### src/include/otp_part_cfg.svh
// OTP partition sizing
`ifndef OTP_PART_CFG_SVH
`define OTP_PART_CFG_SVH

// One partition block, as returned by a single OTP read
`define OTP_BLOCK_W 64

// Blocks held in the buffer registers
`define OTP_NUM_BLOCKS 4

// Block index width
`define OTP_CNT_W 2

// Byte offset of the partition inside the OTP macro
`define OTP_PART_OFFSET 'h40

// The OTP macro is addressed in 16-bit halfwords
`define OTP_ADDR_W 10
`define OTP_ADDR_SHIFT 1

// Full buffered partition, block 0 in the low bits
`define OTP_PART_W (`OTP_NUM_BLOCKS * `OTP_BLOCK_W)

`endif

### src/verilog/otp_part_pkg.sv
// OTP partition types
`default_nettype none

package otp_part_pkg;

  // Error codes, shared with the OTP macro response
  typedef enum logic [2:0] {
    NoError             = 3'h0,
    MacroError          = 3'h1,
    MacroEccCorrError   = 3'h2,
    MacroEccUncorrError = 3'h3,
    CheckFailError      = 3'h4,
    FsmStateError       = 3'h5
  } otp_err_e;

  // Partition control states
  // 3'h7 is unused and treated as a glitched state
  typedef enum logic [2:0] {
    ResetSt         = 3'h0,
    InitSt          = 3'h1,
    InitWaitSt      = 3'h2,
    IdleSt          = 3'h3,
    CnstyReadSt     = 3'h4,
    CnstyReadWaitSt = 3'h5,
    ErrorSt         = 3'h6
  } state_e;

endpackage : otp_part_pkg

`default_nettype wire
### src/verilog/otp_buf_if.sv
// Buffer register write and read port
`timescale 1ns/1ps
`default_nettype none

`include "otp_part_cfg.svh"

interface otp_buf_if;

  // Write strobe, takes effect on the next clock edge
  logic                   wr_en;
  // Block index for both write and read
  logic [`OTP_CNT_W-1:0]  idx;
  // Block as read from OTP
  logic [`OTP_BLOCK_W-1:0] wdata;
  // Buffered block at idx, combinational
  logic [`OTP_BLOCK_W-1:0] rdata;

  // Control side, fills the buffer and reads it back for the check
  modport fsm (
    output wr_en,
    output idx,
    output wdata,
    input  rdata
  );

  // Storage side
  modport regs (
    input  wr_en,
    input  idx,
    input  wdata,
    output rdata
  );

endinterface : otp_buf_if

`default_nettype wire

### src/verilog/otp_part_access.sv
// Partition lock and output gating
`timescale 1ns/1ps
`default_nettype none

`include "otp_part_cfg.svh"

module otp_part_access (
  input  logic                    clk_i,
  input  logic                    rst_ni,
  input  logic                    unlock_i,
  input  logic                    lockdown_i,
  input  logic [`OTP_PART_W-1:0]  part_data_i,
  input  logic                    read_lock_i,
  input  logic                    write_lock_i,
  output logic                    read_lock_o,
  output logic                    write_lock_o,
  output logic                    init_done_o,
  output logic [`OTP_PART_W-1:0]  data_o
);

  // Partition stays locked until initialization completes
  logic locked_q;

  ////////////////////////////////////////////////////////////
  // Lock state
  ////////////////////////////////////////////////////////////

  // Lockdown takes priority over a coincident unlock
  always_ff @(posedge clk_i or negedge rst_ni) begin
    if (!rst_ni) begin
      locked_q <= 1'b1;
    end else if (lockdown_i) begin
      locked_q <= 1'b1;
    end else if (unlock_i) begin
      locked_q <= 1'b0;
    end
  end

  ////////////////////////////////////////////////////////////
  // Access locks and gating
  ////////////////////////////////////////////////////////////

  // Software locks can only add to the hardware lock
  assign read_lock_o  = locked_q | read_lock_i;
  assign write_lock_o = locked_q | write_lock_i;

  assign init_done_o = ~locked_q;

  // Buffer contents hidden until unlocked
  assign data_o = init_done_o ? part_data_i : '0;

endmodule : otp_part_access

`default_nettype wire

### src/verilog/otp_part_buf.sv
// Buffered OTP partition
`timescale 1ns/1ps
`default_nettype none

`include "otp_part_cfg.svh"

module otp_part_buf
  import otp_part_pkg::*;
(
  input  logic                     clk_i,
  input  logic                     rst_ni,
  // Control and life cycle
  input  logic                     init_req_i,
  input  logic                     cnsty_chk_req_i,
  input  logic                     check_byp_en_i,
  input  logic                     escalate_en_i,
  // Software locks
  input  logic                     read_lock_i,
  input  logic                     write_lock_i,
  // Status
  output logic                     init_done_o,
  output logic                     cnsty_chk_ack_o,
  output logic                     fsm_err_o,
  output otp_err_e                 error_o,
  output logic                     read_lock_o,
  output logic                     write_lock_o,
  output logic [`OTP_PART_W-1:0]   data_o,
  // OTP macro port
  output logic                     otp_req_o,
  output logic [`OTP_ADDR_W-1:0]   otp_addr_o,
  input  logic                     otp_gnt_i,
  input  logic                     otp_rvalid_i,
  input  logic [`OTP_BLOCK_W-1:0]  otp_rdata_i,
  input  otp_err_e                 otp_err_i
);

  logic                   unlock;
  logic                   lockdown;
  logic [`OTP_PART_W-1:0] part_data;

  // FSM to buffer write and compare path
  otp_buf_if u_buf_if ();

  otp_part_fsm u_fsm (
    .clk_i           (clk_i),
    .rst_ni          (rst_ni),
    .init_req_i      (init_req_i),
    .cnsty_chk_req_i (cnsty_chk_req_i),
    .check_byp_en_i  (check_byp_en_i),
    .escalate_en_i   (escalate_en_i),
    .cnsty_chk_ack_o (cnsty_chk_ack_o),
    .fsm_err_o       (fsm_err_o),
    .error_o         (error_o),
    .otp_req_o       (otp_req_o),
    .otp_addr_o      (otp_addr_o),
    .otp_gnt_i       (otp_gnt_i),
    .otp_rvalid_i    (otp_rvalid_i),
    .otp_rdata_i     (otp_rdata_i),
    .otp_err_i       (otp_err_i),
    .buf_o           (u_buf_if.fsm),
    .unlock_o        (unlock),
    .lockdown_o      (lockdown)
  );

  otp_part_buf_regs u_buf_regs (
    .clk_i       (clk_i),
    .rst_ni      (rst_ni),
    .buf_i       (u_buf_if.regs),
    .part_data_o (part_data)
  );

  otp_part_access u_access (
    .clk_i        (clk_i),
    .rst_ni       (rst_ni),
    .unlock_i     (unlock),
    .lockdown_i   (lockdown),
    .part_data_i  (part_data),
    .read_lock_i  (read_lock_i),
    .write_lock_i (write_lock_i),
    .read_lock_o  (read_lock_o),
    .write_lock_o (write_lock_o),
    .init_done_o  (init_done_o),
    .data_o       (data_o)
  );

endmodule : otp_part_buf

`default_nettype wire

### src/verilog/otp_part_buf_regs.sv
// Partition buffer registers
`timescale 1ns/1ps
`default_nettype none

`include "otp_part_cfg.svh"

module otp_part_buf_regs (
  input  logic                    clk_i,
  input  logic                    rst_ni,
  otp_buf_if.regs                 buf_i,
  output logic [`OTP_PART_W-1:0]  part_data_o
);

  // One entry per partition block
  logic [`OTP_BLOCK_W-1:0] blocks_q [`OTP_NUM_BLOCKS];

  ////////////////////////////////////////////////////////////
  // Write port
  ////////////////////////////////////////////////////////////

  always_ff @(posedge clk_i or negedge rst_ni) begin
    if (!rst_ni) begin
      for (int i = 0; i < `OTP_NUM_BLOCKS; i++) begin
        blocks_q[i] <= '0;
      end
    end else if (buf_i.wr_en) begin
      blocks_q[buf_i.idx] <= buf_i.wdata;
    end
  end

  ////////////////////////////////////////////////////////////
  // Read ports
  ////////////////////////////////////////////////////////////

  // Indexed block for the consistency compare
  assign buf_i.rdata = blocks_q[buf_i.idx];

  // Flattened view, block 0 lowest
  always_comb begin
    part_data_o = '0;
    for (int i = 0; i < `OTP_NUM_BLOCKS; i++) begin
      part_data_o[i*`OTP_BLOCK_W +: `OTP_BLOCK_W] = blocks_q[i];
    end
  end

endmodule : otp_part_buf_regs

`default_nettype wire

### src/verilog/otp_part_fsm.sv
// OTP partition control FSM
`timescale 1ns/1ps
`default_nettype none

`include "otp_part_cfg.svh"

module otp_part_fsm
  import otp_part_pkg::*;
(
  input  logic                     clk_i,
  input  logic                     rst_ni,
  input  logic                     init_req_i,
  input  logic                     cnsty_chk_req_i,
  input  logic                     check_byp_en_i,
  input  logic                     escalate_en_i,
  output logic                     cnsty_chk_ack_o,
  output logic                     fsm_err_o,
  output otp_err_e                 error_o,
  output logic                     otp_req_o,
  output logic [`OTP_ADDR_W-1:0]   otp_addr_o,
  input  logic                     otp_gnt_i,
  input  logic                     otp_rvalid_i,
  input  logic [`OTP_BLOCK_W-1:0]  otp_rdata_i,
  input  otp_err_e                 otp_err_i,
  otp_buf_if.fsm                   buf_o,
  output logic                     unlock_o,
  output logic                     lockdown_o
);

  // Byte address carries the halfword address plus the dropped low bits
  localparam int unsigned ByteAddrW  = `OTP_ADDR_W + `OTP_ADDR_SHIFT;
  localparam int unsigned BlockShift = $clog2(`OTP_BLOCK_W / 8);

  localparam logic [`OTP_CNT_W-1:0] LastBlock = `OTP_CNT_W'(`OTP_NUM_BLOCKS - 1);

  state_e                  state_d, state_q;
  otp_err_e                error_d, error_q;
  logic [`OTP_CNT_W-1:0]   cnt_q;
  logic                    cnt_en, cnt_clr;
  logic                    ok_resp;
  logic [ByteAddrW-1:0]    addr_byte;

  // Only a clean or corrected read may be used
  assign ok_resp = (otp_err_i == NoError) || (otp_err_i == MacroEccCorrError);

  ////////////////////////////////////////////////////////////
  // Next state logic
  ////////////////////////////////////////////////////////////

  always_comb begin
    state_d         = state_q;
    error_d         = error_q;
    cnt_en          = 1'b0;
    cnt_clr         = 1'b0;
    otp_req_o       = 1'b0;
    buf_o.wr_en     = 1'b0;
    unlock_o        = 1'b0;
    cnsty_chk_ack_o = 1'b0;
    fsm_err_o       = 1'b0;

    unique case (state_q)
      // Wait for the one-time initialization pulse
      ResetSt: begin
        if (init_req_i) begin
          state_d = InitSt;
          cnt_clr = 1'b1;
        end
      end
      // Request held until granted, address stays on cnt_q
      InitSt: begin
        otp_req_o = 1'b1;
        if (otp_gnt_i) begin
          state_d = InitWaitSt;
        end
      end
      // Store the returned block, unlock after the last one
      InitWaitSt: begin
        if (otp_rvalid_i) begin
          if (ok_resp) begin
            buf_o.wr_en = 1'b1;
            if (otp_err_i == MacroEccCorrError) begin
              error_d = MacroEccCorrError;
            end
            if (cnt_q == LastBlock) begin
              state_d  = IdleSt;
              unlock_o = 1'b1;
            end else begin
              state_d = InitSt;
              cnt_en  = 1'b1;
            end
          end else begin
            state_d = ErrorSt;
            error_d = otp_err_i;
          end
        end
      end
      // Partition usable, only a check request leaves here
      IdleSt: begin
        if (cnsty_chk_req_i) begin
          state_d = CnstyReadSt;
          cnt_clr = 1'b1;
        end
      end
      CnstyReadSt: begin
        otp_req_o = 1'b1;
        if (otp_gnt_i) begin
          state_d = CnstyReadWaitSt;
        end
      end
      // Compare OTP data against the buffer
      // Bypass is used by life cycle during transitions
      CnstyReadWaitSt: begin
        if (otp_rvalid_i) begin
          if (ok_resp) begin
            if (otp_err_i == MacroEccCorrError) begin
              error_d = MacroEccCorrError;
            end
            if (otp_rdata_i == buf_o.rdata || check_byp_en_i) begin
              if (cnt_q == LastBlock) begin
                state_d         = IdleSt;
                cnsty_chk_ack_o = 1'b1;
              end else begin
                state_d = CnstyReadSt;
                cnt_en  = 1'b1;
              end
            end else begin
              state_d         = ErrorSt;
              error_d         = CheckFailError;
              cnsty_chk_ack_o = 1'b1;
            end
          end else begin
            state_d         = ErrorSt;
            error_d         = otp_err_i;
            cnsty_chk_ack_o = 1'b1;
          end
        end
      end
      // Terminal, checks are acknowledged right away
      ErrorSt: begin
        cnsty_chk_ack_o = 1'b1;
        if (error_q == NoError) begin
          error_d = FsmStateError;
        end
      end
      // Glitched state encoding
      default: begin
        state_d   = ErrorSt;
        fsm_err_o = 1'b1;
        if (error_q == NoError) begin
          error_d = FsmStateError;
        end
      end
    endcase

    // Escalation overrides everything and blocks a late unlock
    if (escalate_en_i) begin
      state_d     = ErrorSt;
      unlock_o    = 1'b0;
      buf_o.wr_en = 1'b0;
      if (state_q != ErrorSt) begin
        fsm_err_o = 1'b1;
      end
      if (error_q == NoError) begin
        error_d = FsmStateError;
      end
    end
  end

  ////////////////////////////////////////////////////////////
  // Address and buffer port
  ////////////////////////////////////////////////////////////

  // Blocks are 8 bytes apart, OTP takes halfword addresses
  assign addr_byte  = ByteAddrW'(`OTP_PART_OFFSET) + (ByteAddrW'(cnt_q) << BlockShift);
  assign otp_addr_o = addr_byte[ByteAddrW-1:`OTP_ADDR_SHIFT];

  assign buf_o.idx   = cnt_q;
  assign buf_o.wdata = otp_rdata_i;

  assign error_o    = error_q;
  assign lockdown_o = (state_q == ErrorSt);

  ////////////////////////////////////////////////////////////
  // Registers
  ////////////////////////////////////////////////////////////

  always_ff @(posedge clk_i or negedge rst_ni) begin
    if (!rst_ni) begin
      state_q <= ResetSt;
      error_q <= NoError;
      cnt_q   <= '0;
    end else begin
      state_q <= state_d;
      error_q <= error_d;
      if (cnt_clr) begin
        cnt_q <= '0;
      end else if (cnt_en) begin
        cnt_q <= cnt_q + 1'b1;
      end
    end
  end

endmodule : otp_part_fsm

`default_nettype wire

### config.mk
export PLATFORM = sky130hd
export DESIGN_NAME = otp_part_buf
export DESIGN_NICKNAME = d
export VERILOG_FILES = /design/src/verilog/otp_part_pkg.sv /design/src/verilog/otp_buf_if.sv /design/src/verilog/otp_part_access.sv /design/src/verilog/otp_part_buf.sv /design/src/verilog/otp_part_buf_regs.sv /design/src/verilog/otp_part_fsm.sv
export VERILOG_INCLUDE_DIRS = /design/src /design/src/include
export SDC_FILE = /design/constraint.sdc
export NUM_CORES = 1
export LEC_CHECK = 0
export BUFFER_PORTS_ARGS = -buffer_cell sky130_fd_sc_hd__buf_2
export CAP_MARGIN = 30
export CORE_UTILIZATION = 40
export CTS_CLUSTER_SIZE = 10
export DETAILED_ROUTE_END_ITERATION = 10
export GPL_ROUTABILITY_DRIVEN = 0
export PLACE_DENSITY = 0.7
export SKIP_LAST_GASP = 1
export SYNTH_ARGS = -nofsm -noshare
export SYNTH_HDL_FRONTEND = slang
export SYNTH_HIERARCHICAL = 1
export SYNTH_SLANG_ARGS = --single-unit
export TNS_END_PERCENT = 20
### constraint.sdc
create_clock -name clk_i -period 8.75 [get_ports clk_i]
set_clock_uncertainty 0.2 [all_clocks]
set_input_delay 0.4375 -clock clk_i [delete_from_list [all_inputs] [get_ports clk_i]]
set_output_delay 0.4375 -clock clk_i [all_outputs]
set_load 0.05 [all_outputs]
Word-level counts from Yosys, hierarchy flattened
Cells that the tools add are included.

cells by class
  add/subtract/negate cells = 2
  magnitude comparators = 2
  eq/ne operators = 17
  mux-type cells = 61
  bitwise operators = 4
  reductions and logical operators = 12

operators by type and width
  operator               count
  $bwmux W256            1
  $mux W256              1
  $mux W64               3
  $bmux W64 S2           1
  $demux W64 S2          1
  $eq A64 B64 Y1         1
  $mux W3                20
  $mux W1                26
  $ne A3 B3 Y1 const B   7
  $pmux W3 S7            1
  $eq A3 B2 Y1 const B   3
  $eq A3 B3 Y1 const B   3
  $logic_not A3 Y1       3
  $pmux W3 S3            1
  $add A7 B5 Y8 const A  1
  $reduce_and A7 Y1      1
  $reduce_or A7 Y1       1
  $mux W2                3
  $pmux W1 S2            3
  $reduce_bool A2 Y1     2
  $reduce_or A4 Y1       1
  $eq A3 B1 Y1 const B   1
  $ge A3 B3 Y1 const B   1
  $lt A3 B1 Y1 const B   1
  9 further kinds        11

storage, ports and cells
  register bits after elaboration = 265
  input port bits = 77
  output and inout bits = 275
  word-level logic and storage cells = 106

Longest topological paths before layout
Gate-level depths: netlist of the first run.

  depth in word-level cells = 12
  mapped depth = 9
  mapped depth without buffers = 7

By module
The synthesis of the first run kept the hierarchy.

modules (own cells, without submodules)
  module             times used  cells an instance  area an instance (µm²)  seq. area each (µm²)
  otp_part_buf_regs  1           621                11078.1                 6406.1
  otp_part_access    1           290                2284.7                  26.3
  otp_part_fsm       1           262                2015.7                  200.2

Worst setup path before layout of the first run
No wires, ideal clock.

  path kind = register to output
  start point = reg u_fsm.cnt_q[0] (netlist: u_fsm/buf_o.idx[0])
  end point = out cnsty_chk_ack_o
  arrival = 2903 ps
  required time = 8113 ps
  setup slack = 5209 ps
  cell stages (with the launch flop) = 10
  path buffers = 2
  cells stage by stage = dfrtp_1 > buf_4 > buf_6 > mux4_2 > xor2_1 > nor4_1 > nand4_1 > nor4_4 > o21ai_0 > a31o_2

on the way
  word-level cells in the longest chain between the ends = 10
  elaborated cells between the ends (all ways) = 12
  those cells by class = eq/ne: 2; mux: 8; bitwise: 1; reduce/logical: 1

RTL lines
  what                                          line                     text
  from (decl)                                   otp_part_fsm.sv:38       logic [`OTP_CNT_W-1:0] cnt_q;
  from (signal assigned)                        otp_part_fsm.sv:198      cnt_q <= cnt_q + 1'b1;
  $not A2 Y3 (not written as such)              otp_part_buf_regs.sv:36  assign buf_i.rdata = blocks_q[buf_i.idx];
  $bmux W64 S2                                  otp_part_buf_regs.sv:36
  $mux W64 (not written as such) (2 in series)  otp_part_buf_regs.sv:36
  net u_buf_if.rdata[4]                         otp_buf_if.sv:16         logic [`OTP_BLOCK_W-1:0] rdata;
  $eq A64 B64 Y1                                otp_part_fsm.sv:118      if (otp_rdata_i == buf_o.rdata || check_byp_en_i) begin
  $logic_or A1 B1 Y1                            otp_part_fsm.sv:118
  $mux W1                                       otp_part_fsm.sv:118
  $mux W1                                       otp_part_fsm.sv:114      if (ok_resp) begin
  $mux W1                                       otp_part_fsm.sv:113      if (otp_rvalid_i) begin
  $pmux W1 S2                                   otp_part_fsm.sv:61       unique case (state_q)
  to (decl)                                     otp_part_buf.sv:22       output logic cnsty_chk_ack_o,

The timed path passes the listed nets, and every way through them passes these cells. The select of a mux whose other input is x is not followed.

Worst setup path after layout of the first run
Ends and elaborated chain as after synthesis.

==> impl_metrics.yaml, run 1 <==
clocking:
  clkLatencyLatePin_ps: 560
  cts-root-buf: "clkbuf_16"
  cts.clk_slew.worst_paths_ps: 60
  clock_sinks: 265
  cts_tree: "done"
  clockBufferDepth: 3
  postCtsSetupRepairBufs: 0
  cts_made_buffers: 31
  htreeDepth: 1
setup_path:
  crit_type: "register to output pin"
  r2r_slack_ps: 3870
  critical_path_buf_inv_count: 2
  cp-start-kind: "register"
  path_max_fanout: 39
  max_stage_delay_ps: 900
  reg2reg_from: "u_fsm/buf_o.idx[0]"
  rr_endpoint: "u_fsm/state_q[1]"
  cp_data_required_time_ps: 8110
  worstPathCellList: "buf_4, mux4_2, xor2_1, nor4_1, nand4_1, nor4_4, o21ai_0, a31o_2, buf_2"
  crit_arrival_ps: 5330
  endpoint_kind: "output pin"
  cp_top_family: "simple AND/OR/NAND/NOR gates"
  rr_worst_depth: 8
  crit_path_top_delay_cell: "dfrtp_4"
run:
  maxCapViolations: 0
drt:
  vias_per_cell: 5.161
  drtPass1Iterations: 5
  via_count: 10370
  routed_wl_um: 43930
  drt_iter0_markers: 438
  postRouteAntennaNets: 0
  drc_errors: 0
  wl_per_cell_um: 21.87
timing:
  drv_slew: 0
  hold_violations: 0
  finalSetupViolCount: 0
  finalCritPeriodShare: 0.6825
  max_freq_ghz: 0.1675
  slew_headroom: 0.3807
  fin_tns_setup_ps: 0
  rsz0062_at_grt: "false"
  fin_crit_ps: 5972
  tightest_slew_ps: 926.2
logic_synthesis:
  ys.flop_type: "dfrtp_1"
  ys_seq_area_frac: 0.4313
  syn_avg_cell_area_um2: 13.11
  synth_edf_count: 0
  ys_ff_latch: 265
  synth_async_sr_flop_share: 1.000
  ys_types: 49
  mappedNetlistArea_um2: 15380
  syn_inst: 1173
  yosys_warnings: 6
power_and_ir_drop:
  p_leak_nw: 8.881
  p_sw_frac: 0.2402
  p_int_mw: 1.983
  clkPwrFrac: 0.440
  peakVddDrop_uv: 143.4
  power_density_nw_per_um2: 143.0
  power_switching_mw: 0.6268
  seq_power_share: 0.483
  comb_power_share: 0.077
run_status:
  status: "finished, final reports clean"
die:
  die_y_um: 198.1
  start_util: 0.4073
  die_w_um: 198.1
  io_pins: 352
  dieArea_um2: 39230
  core_um2: 37760
  placementRows: 71
global_routing:
  grt_max_degree: 161
  grt_first_pass_wirelength_um: 65160
  grt-ovfl-total: 0
  grt_usage: 0.2220
  grt_pass1_vias: 10650
  antenna_found_initial: 1
placed_design:
  dp_hpwl_um: 30250
  dp_cells: 1897
  portBuffers: 343
  dpl_cell_area_um2: 16700
min_path:
  min_path_type: "input port to register"
  min_from: "otp_rdata_i[57]"
  holdPathStages: 2
  hold-path-endpoint: "u_buf_regs/part_data_o[249]"
layout:
  drive_gt1_frac: 0.5715
  nets: 1563
  seqCellArea_um2: 6644
  instances_no_fill: 2009
  fill_cells: 3377
  mostFrequentLayoutCell: "buf_2"
  final_cell_area_um2: 18250
  final_cell_mix: "buf_2 (342), dfrtp_1 (262), mux2_2 (257)"
  multi_input_area_um2: 7564
  area_growth_syn_to_layout_pct: 18.64
[state kept, by name (all words and copies together) (netlist names)]
name and count:
u_buf_regs/part_data_o 256, u_fsm/buf_o.idx 2, u_fsm/error_o 3, u_access/locked_q 1, u_fsm/state_q 3
[power by group through the flow]
stage / combinational [mW] / clock, mW / sequential [mW]
4_1_cts: 0.203 / 1.18 / 1.26
5_1_grt: 0.218 / 1.23 / 1.26
2_1_floorplan: 0.122 / 0 / 1.27
3_5_place_dp: 0.178 / 0 / 1.28
3_3_place_gp: 0.176 / 0 / 1.28
6_report: 0.201 / 1.15 / 1.26
[repair_timing]
| action | in CTS | in global routing |
|---|---|---|
| gates resized for setup | 0 | 0 |
| hold endpoints to repair | 354 | 0 |
| hold buffers | 65 | 0 |
[final cells by class]
cell class,count,share of cell area
Multi-Input combinational cell,760,0.4146
Sequential cell,265,0.3641
Timing Repair Buffer,422,0.1378
Clock buffer,43,0.04663
Tap cell,511,0.03504
Inverter,5,0.001029
Clock inverter,1,0.0004800
Antenna cell,2,0.0002743
[cells by family (layout without fill, tap and decap cells)]
| group | after synthesis | count (layout) | share of synthesized area |
|---|---|---|---|
| DFF | 265 | 265 | 0.4313 |
| buffers and inverters | 154 | 471 | 0.07916 |
| xor gates and xnor gates | 65 | 65 | 0.03702 |
| AOI/OAI and AO/OA | 38 | 38 | 0.01709 |
| other | 2 | 10 | 0.0004883 |
| adders and majority gates | 1 | 1 | 0.0008135 |
| and+or+nand+nor | 324 | 324 | 0.1503 |
| muxes | 324 | 324 | 0.2839 |
[metal layers]
metal | GRT usage | up-vias | wire length, um
met1 | 0.2904 | 5265 | 18910
met2 | 0.3584 | 384 | 20580
met5 | 0 | - | 0
li1 | - | 4640 | -
met4 | 0.08814 | 0 | 1806
met3 | 0.04769 | 80 | 2646
[Yosys cell counts, drive strengths merged, types with 4 or more instances]
cell	number	area, um2
mux4	64	1441
nand4	4	25.02
inv	5	18.77
buf	145	1184
nor2	12	47.55
nor2b	257	1933
o21ai	12	63.81
or3	4	25.02
nor4	19	133.9
a21oi	5	25.02
nand2	13	48.80
xor2	64	560.5
mux2	257	2894
clkbuf	4	15.01
o211ai	4	30.03
dfrtp	264	6606
[worst reg2reg max path, stage by stage, from the launching register on]
cell and delay (ps):
dfrtp_4 900, buf_4 760, mux4_2 620, xor2_1 180, nor4_1 670, nand4_1 280
nor4_4 730, nor2_2 90, a311o_1 330
[through the flow]
step | util | setup slack [ps] | hold WS [ps] | power, mW
2_1_floorplan | - | 5209 | -58.09 | 1.396
3_3_place_gp | 0.4424 | 3424 | 302.5 | 1.457
3_5_place_dp | 0.4424 | 3344 | 306.7 | 1.460
4_1_cts | 0.4824 | 2745 | 5.715 | 2.646
5_1_grt | 0.4832 | 2454 | 20.17 | 2.713
6_report | 0.4832 | 2778 | 23.85 | 2.610
[worst max path at each step]
| stage | endpoint | from | cells past startpoint |
|---|---|---|---|
| 2_1_floorplan | cnsty_chk_ack_o | u_fsm/buf_o.idx[0] | 9 |
| 3_3_place_gp | cnsty_chk_ack_o | u_fsm/buf_o.idx[0] | 9 |
| 3_5_place_dp | cnsty_chk_ack_o | u_fsm/buf_o.idx[0] | 9 |
| 4_1_cts | cnsty_chk_ack_o | u_fsm/buf_o.idx[0] | 9 |
| 5_1_grt | cnsty_chk_ack_o | u_fsm/buf_o.idx[0] | 9 |
| 6_report | cnsty_chk_ack_o | u_fsm/buf_o.idx[0] | 9 |
Note: power is estimated with default switching activity, not from simulation.
==> inputs of run 2 (changes only) <==
- ABC_AREA: unset -> 1
- PLACE_DENSITY: 0.7 -> 0.72
- clock period: 8.75 -> 5.45 ns (I/O delays scaled with it)
==> impl_metrics.yaml, run 2 <==
layout:
  antennaDiodeCount: 0
  nets: 3135
  area_growth_syn_to_layout_pct: 16.57
  final_cell_mix: "nand2_1 (1,198), inv_1 (438), nor2_1 (356)"
  mostFrequentLayoutCell: "nand2_1"
  drive_gt1_frac: 0.1383
  largest_register_ff_count: 256
  instances_no_fill: 3659
  fill_cells: 4504
clocking:
  cts_tree: "done"
  ctsResizeCount: 0
  postCtsHoldBufs: 70
  clkLatencyLatePin_ps: 520
  postCtsSetupRepairBufs: 0
  clockBufferDepth: 3
  cts_made_buffers: 34
  htreeDepth: 2
  clock_sinks: 265
  cts-root-buf: "clkbuf_16"
  cts.clk_slew.worst_paths_ps: 60
logic_synthesis:
  ys_types: 37
  synth_top_area_share: 0.3786
  yosys_warnings: 6
  synth_commonest_cells: "nand2_1 (1,198), inv_1 (438), nor2_1 (356)"
  yosysMostFrequentCell: "nand2_1"
  synth-xor-area-share: 0.005019
  synth-compound-area-share: 0.02725
  ys.flop_type: "dfrtp_1"
  synth_edf_count: 0
  synth.area.mux_share: 0
  synthTopCellsByArea: "dfrtp_1 (38%), nand2_1 (26%), inv_1 (9.4%)"
  synth_async_sr_flop_share: 1.000
  yosys.area.top_type: "dfrtp_1"
  synth_top_family_by_area: "simple AND/OR/NAND/NOR gates"
  ys_seq_area_frac: 0.3801
  mappedNetlistArea_um2: 17450
  synth_fa_ha_area_frac: 0.0007171
  synth_simple_gate_area_share: 0.4005
  ys_ff_latch: 265
  syn_avg_cell_area_um2: 6.227
  syn_inst: 2802
power_and_ir_drop:
  p_sw_frac: 0.3953
  p_leak_nw: 11.47
  clkPwrFrac: 0.314
  power_switching_mw: 2.666
  seq_power_share: 0.380
  peakVddDrop_uv: 290.5
  comb_power_share: 0.307
  power_density_nw_per_um2: 331.5
  p_int_mw: 4.077
  total_power_mw: 6.743
global_routing:
  grt_max_degree: 137
  grt_pass1_vias: 15630
  grt-ovfl-total: 0
  grt_usage: 0.2440
  antenna_found_initial: 0
  grt_first_pass_wirelength_um: 85450
drt:
  vias_per_cell: 4.752
  routed_wl_um: 54870
  postRouteAntennaNets: 0
  via_count: 17390
  drtPass1Iterations: 5
  drc_errors: 0
  drt_iter0_markers: 1222
  wl_per_cell_um: 15.00
setup_path:
  cp-start-kind: "register"
  path_max_fanout: 37
  crit_type: "register to output pin"
  max_stage_delay_ps: 690
  crit_top_cell: "nand2_1"
  crit_arrival_ps: 4070
  cp_data_required_time_ps: 4980
  worstPathCellList: "inv_2, buf_4, nand2_1, nand2_1, inv_1, nand2_1, nand2_1, nor2_1, nand2_1, nor2_1, nand2_1, nor2_1, nand2_1, nand2_1, nand2_1, nand3_1, nand2_1, buf_2"
  crit_path_top_delay_cell: "dfrtp_4"
  r2r_slack_ps: 1220
  endpoint_kind: "output pin"
placed_design:
  dp_hpwl_um: 35080
  portBuffers: 343
  dp_cells: 3535
die:
  dieArea_um2: 44460
  die_y_um: 210.9
  placementRows: 76
  start_util: 0.4051
  die_w_um: 210.9
  io_pins: 352
  core_um2: 43080
timing:
  max_freq_ghz: 0.2201
  fin_tns_setup_ps: 0
  finalSetupViolCount: 0
  slew_headroom: 0.3795
  fin_crit_ps: 4544
  finalCritPeriodShare: 0.8337
  tightest_slew_ps: 928.6
  drv_slew: 0
  rsz0062_at_grt: "false"
  hold_violations: 0
min_path:
  min_path_type: "input port to register"
run_status:
  status: "finished, final reports clean"
run:
  maxCapViolations: 0
## run 2: changes by cell type in the layout (fill, tap and decap cells not counted), moves of 9 or more
cell | before | now
inv_1 | 5 | 438
mux2_2 | 257 | 0
mux4_2 | 64 | 0
nand2_1 | 13 | 1198
nand3_1 | 2 | 203
nor2_1 | 11 | 356
nor2b_1 | 127 | 0
nor2b_2 | 130 | 0
nor4_1 | 18 | 1
o21ai_0 | 11 | 2
o21ai_1 | 0 | 64
xor2_1 | 64 | 10
## run 2: critical path, delay by kind of cell, from the launching register on
family | cells | cell delay (ps)
flip-flops | 1 | 690
buffers and inverters | 4 | 1240
AND/OR/NAND/NOR | 14 | 1540
## run 2: worst paths after layout
path                                                     to                 startpoint  cells past startpoint
worst max-delay path                        cnsty_chk_ack_o         u_fsm/buf_o.idx[1]                     18
worst min-delay path                       u_fsm/error_o[0]               otp_err_i[0]                      5
worst max register to register             u_fsm/error_o[2]         u_fsm/buf_o.idx[1]                     18
worst min register to register    u_buf_regs/part_data_o[0]  u_buf_regs/part_data_o[0]                      2
max in group asynchronous       u_buf_regs/part_data_o[113]                     rst_ni                      3
min in group asynchronous        u_buf_regs/part_data_o[18]                     rst_ni                      2
## run 2: kinds of logic after synthesis
logic type / Yosys count
AO/OA/AOI/OAI: 86
AND/OR/NAND/NOR: 1776
adder cells (fa/ha/maj): 1
XOR/XNOR: 10
flip-flops: 265
buffers and inverters: 662
other: 2
## run 2: per-layer routing
layer	GRT usage	share of wire	vias to the layer above	wire [um]
met5	0	0	-	0
met4	0.07446	0.022	0	1221
met1	0.3290	0.44	7953	23940
li1	-	-	8645	-
met2	0.4032	0.47	716	25520
met3	0.03628	0.076	75	4184
## run 2: final cells by class
class	instances	area (um2)	share of cell area
clock inverter	3	43.79	0.002153
sequential	265	6644	0.3266
multi-input combinational	1881	7637	0.3755
timing repair buffer	433	2660	0.1308
tap	585	732.0	0.03598
inverter	442	1662	0.08169
clock buffer	50	962.2	0.04730
## run 2: power by group through the flow
stage	Clock, mW	Sequential, mW	Combinational (mW)
2_1_floorplan	0	2.49	1.62
3_3_place_gp	0	2.58	1.98
3_5_place_dp	0	2.59	2.00
4_1_cts	2.16	2.56	2.05
5_1_grt	2.25	2.60	2.32
6_report	2.11	2.56	2.07
## run 2: metrics by stage
stage          hold slack [ps]  worst slack [ps]  utilization  cell area [um2]
6_report                 41.46             906.5       0.4722            20340
5_1_grt                  72.87             625.0       0.4722            20340
4_1_cts                  9.718             816.1       0.4716            20310
3_5_place_dp             192.6              1412       0.4319            18610
3_3_place_gp             196.8              1399       0.4310            18570
2_1_floorplan           -223.1              2785            -            17470
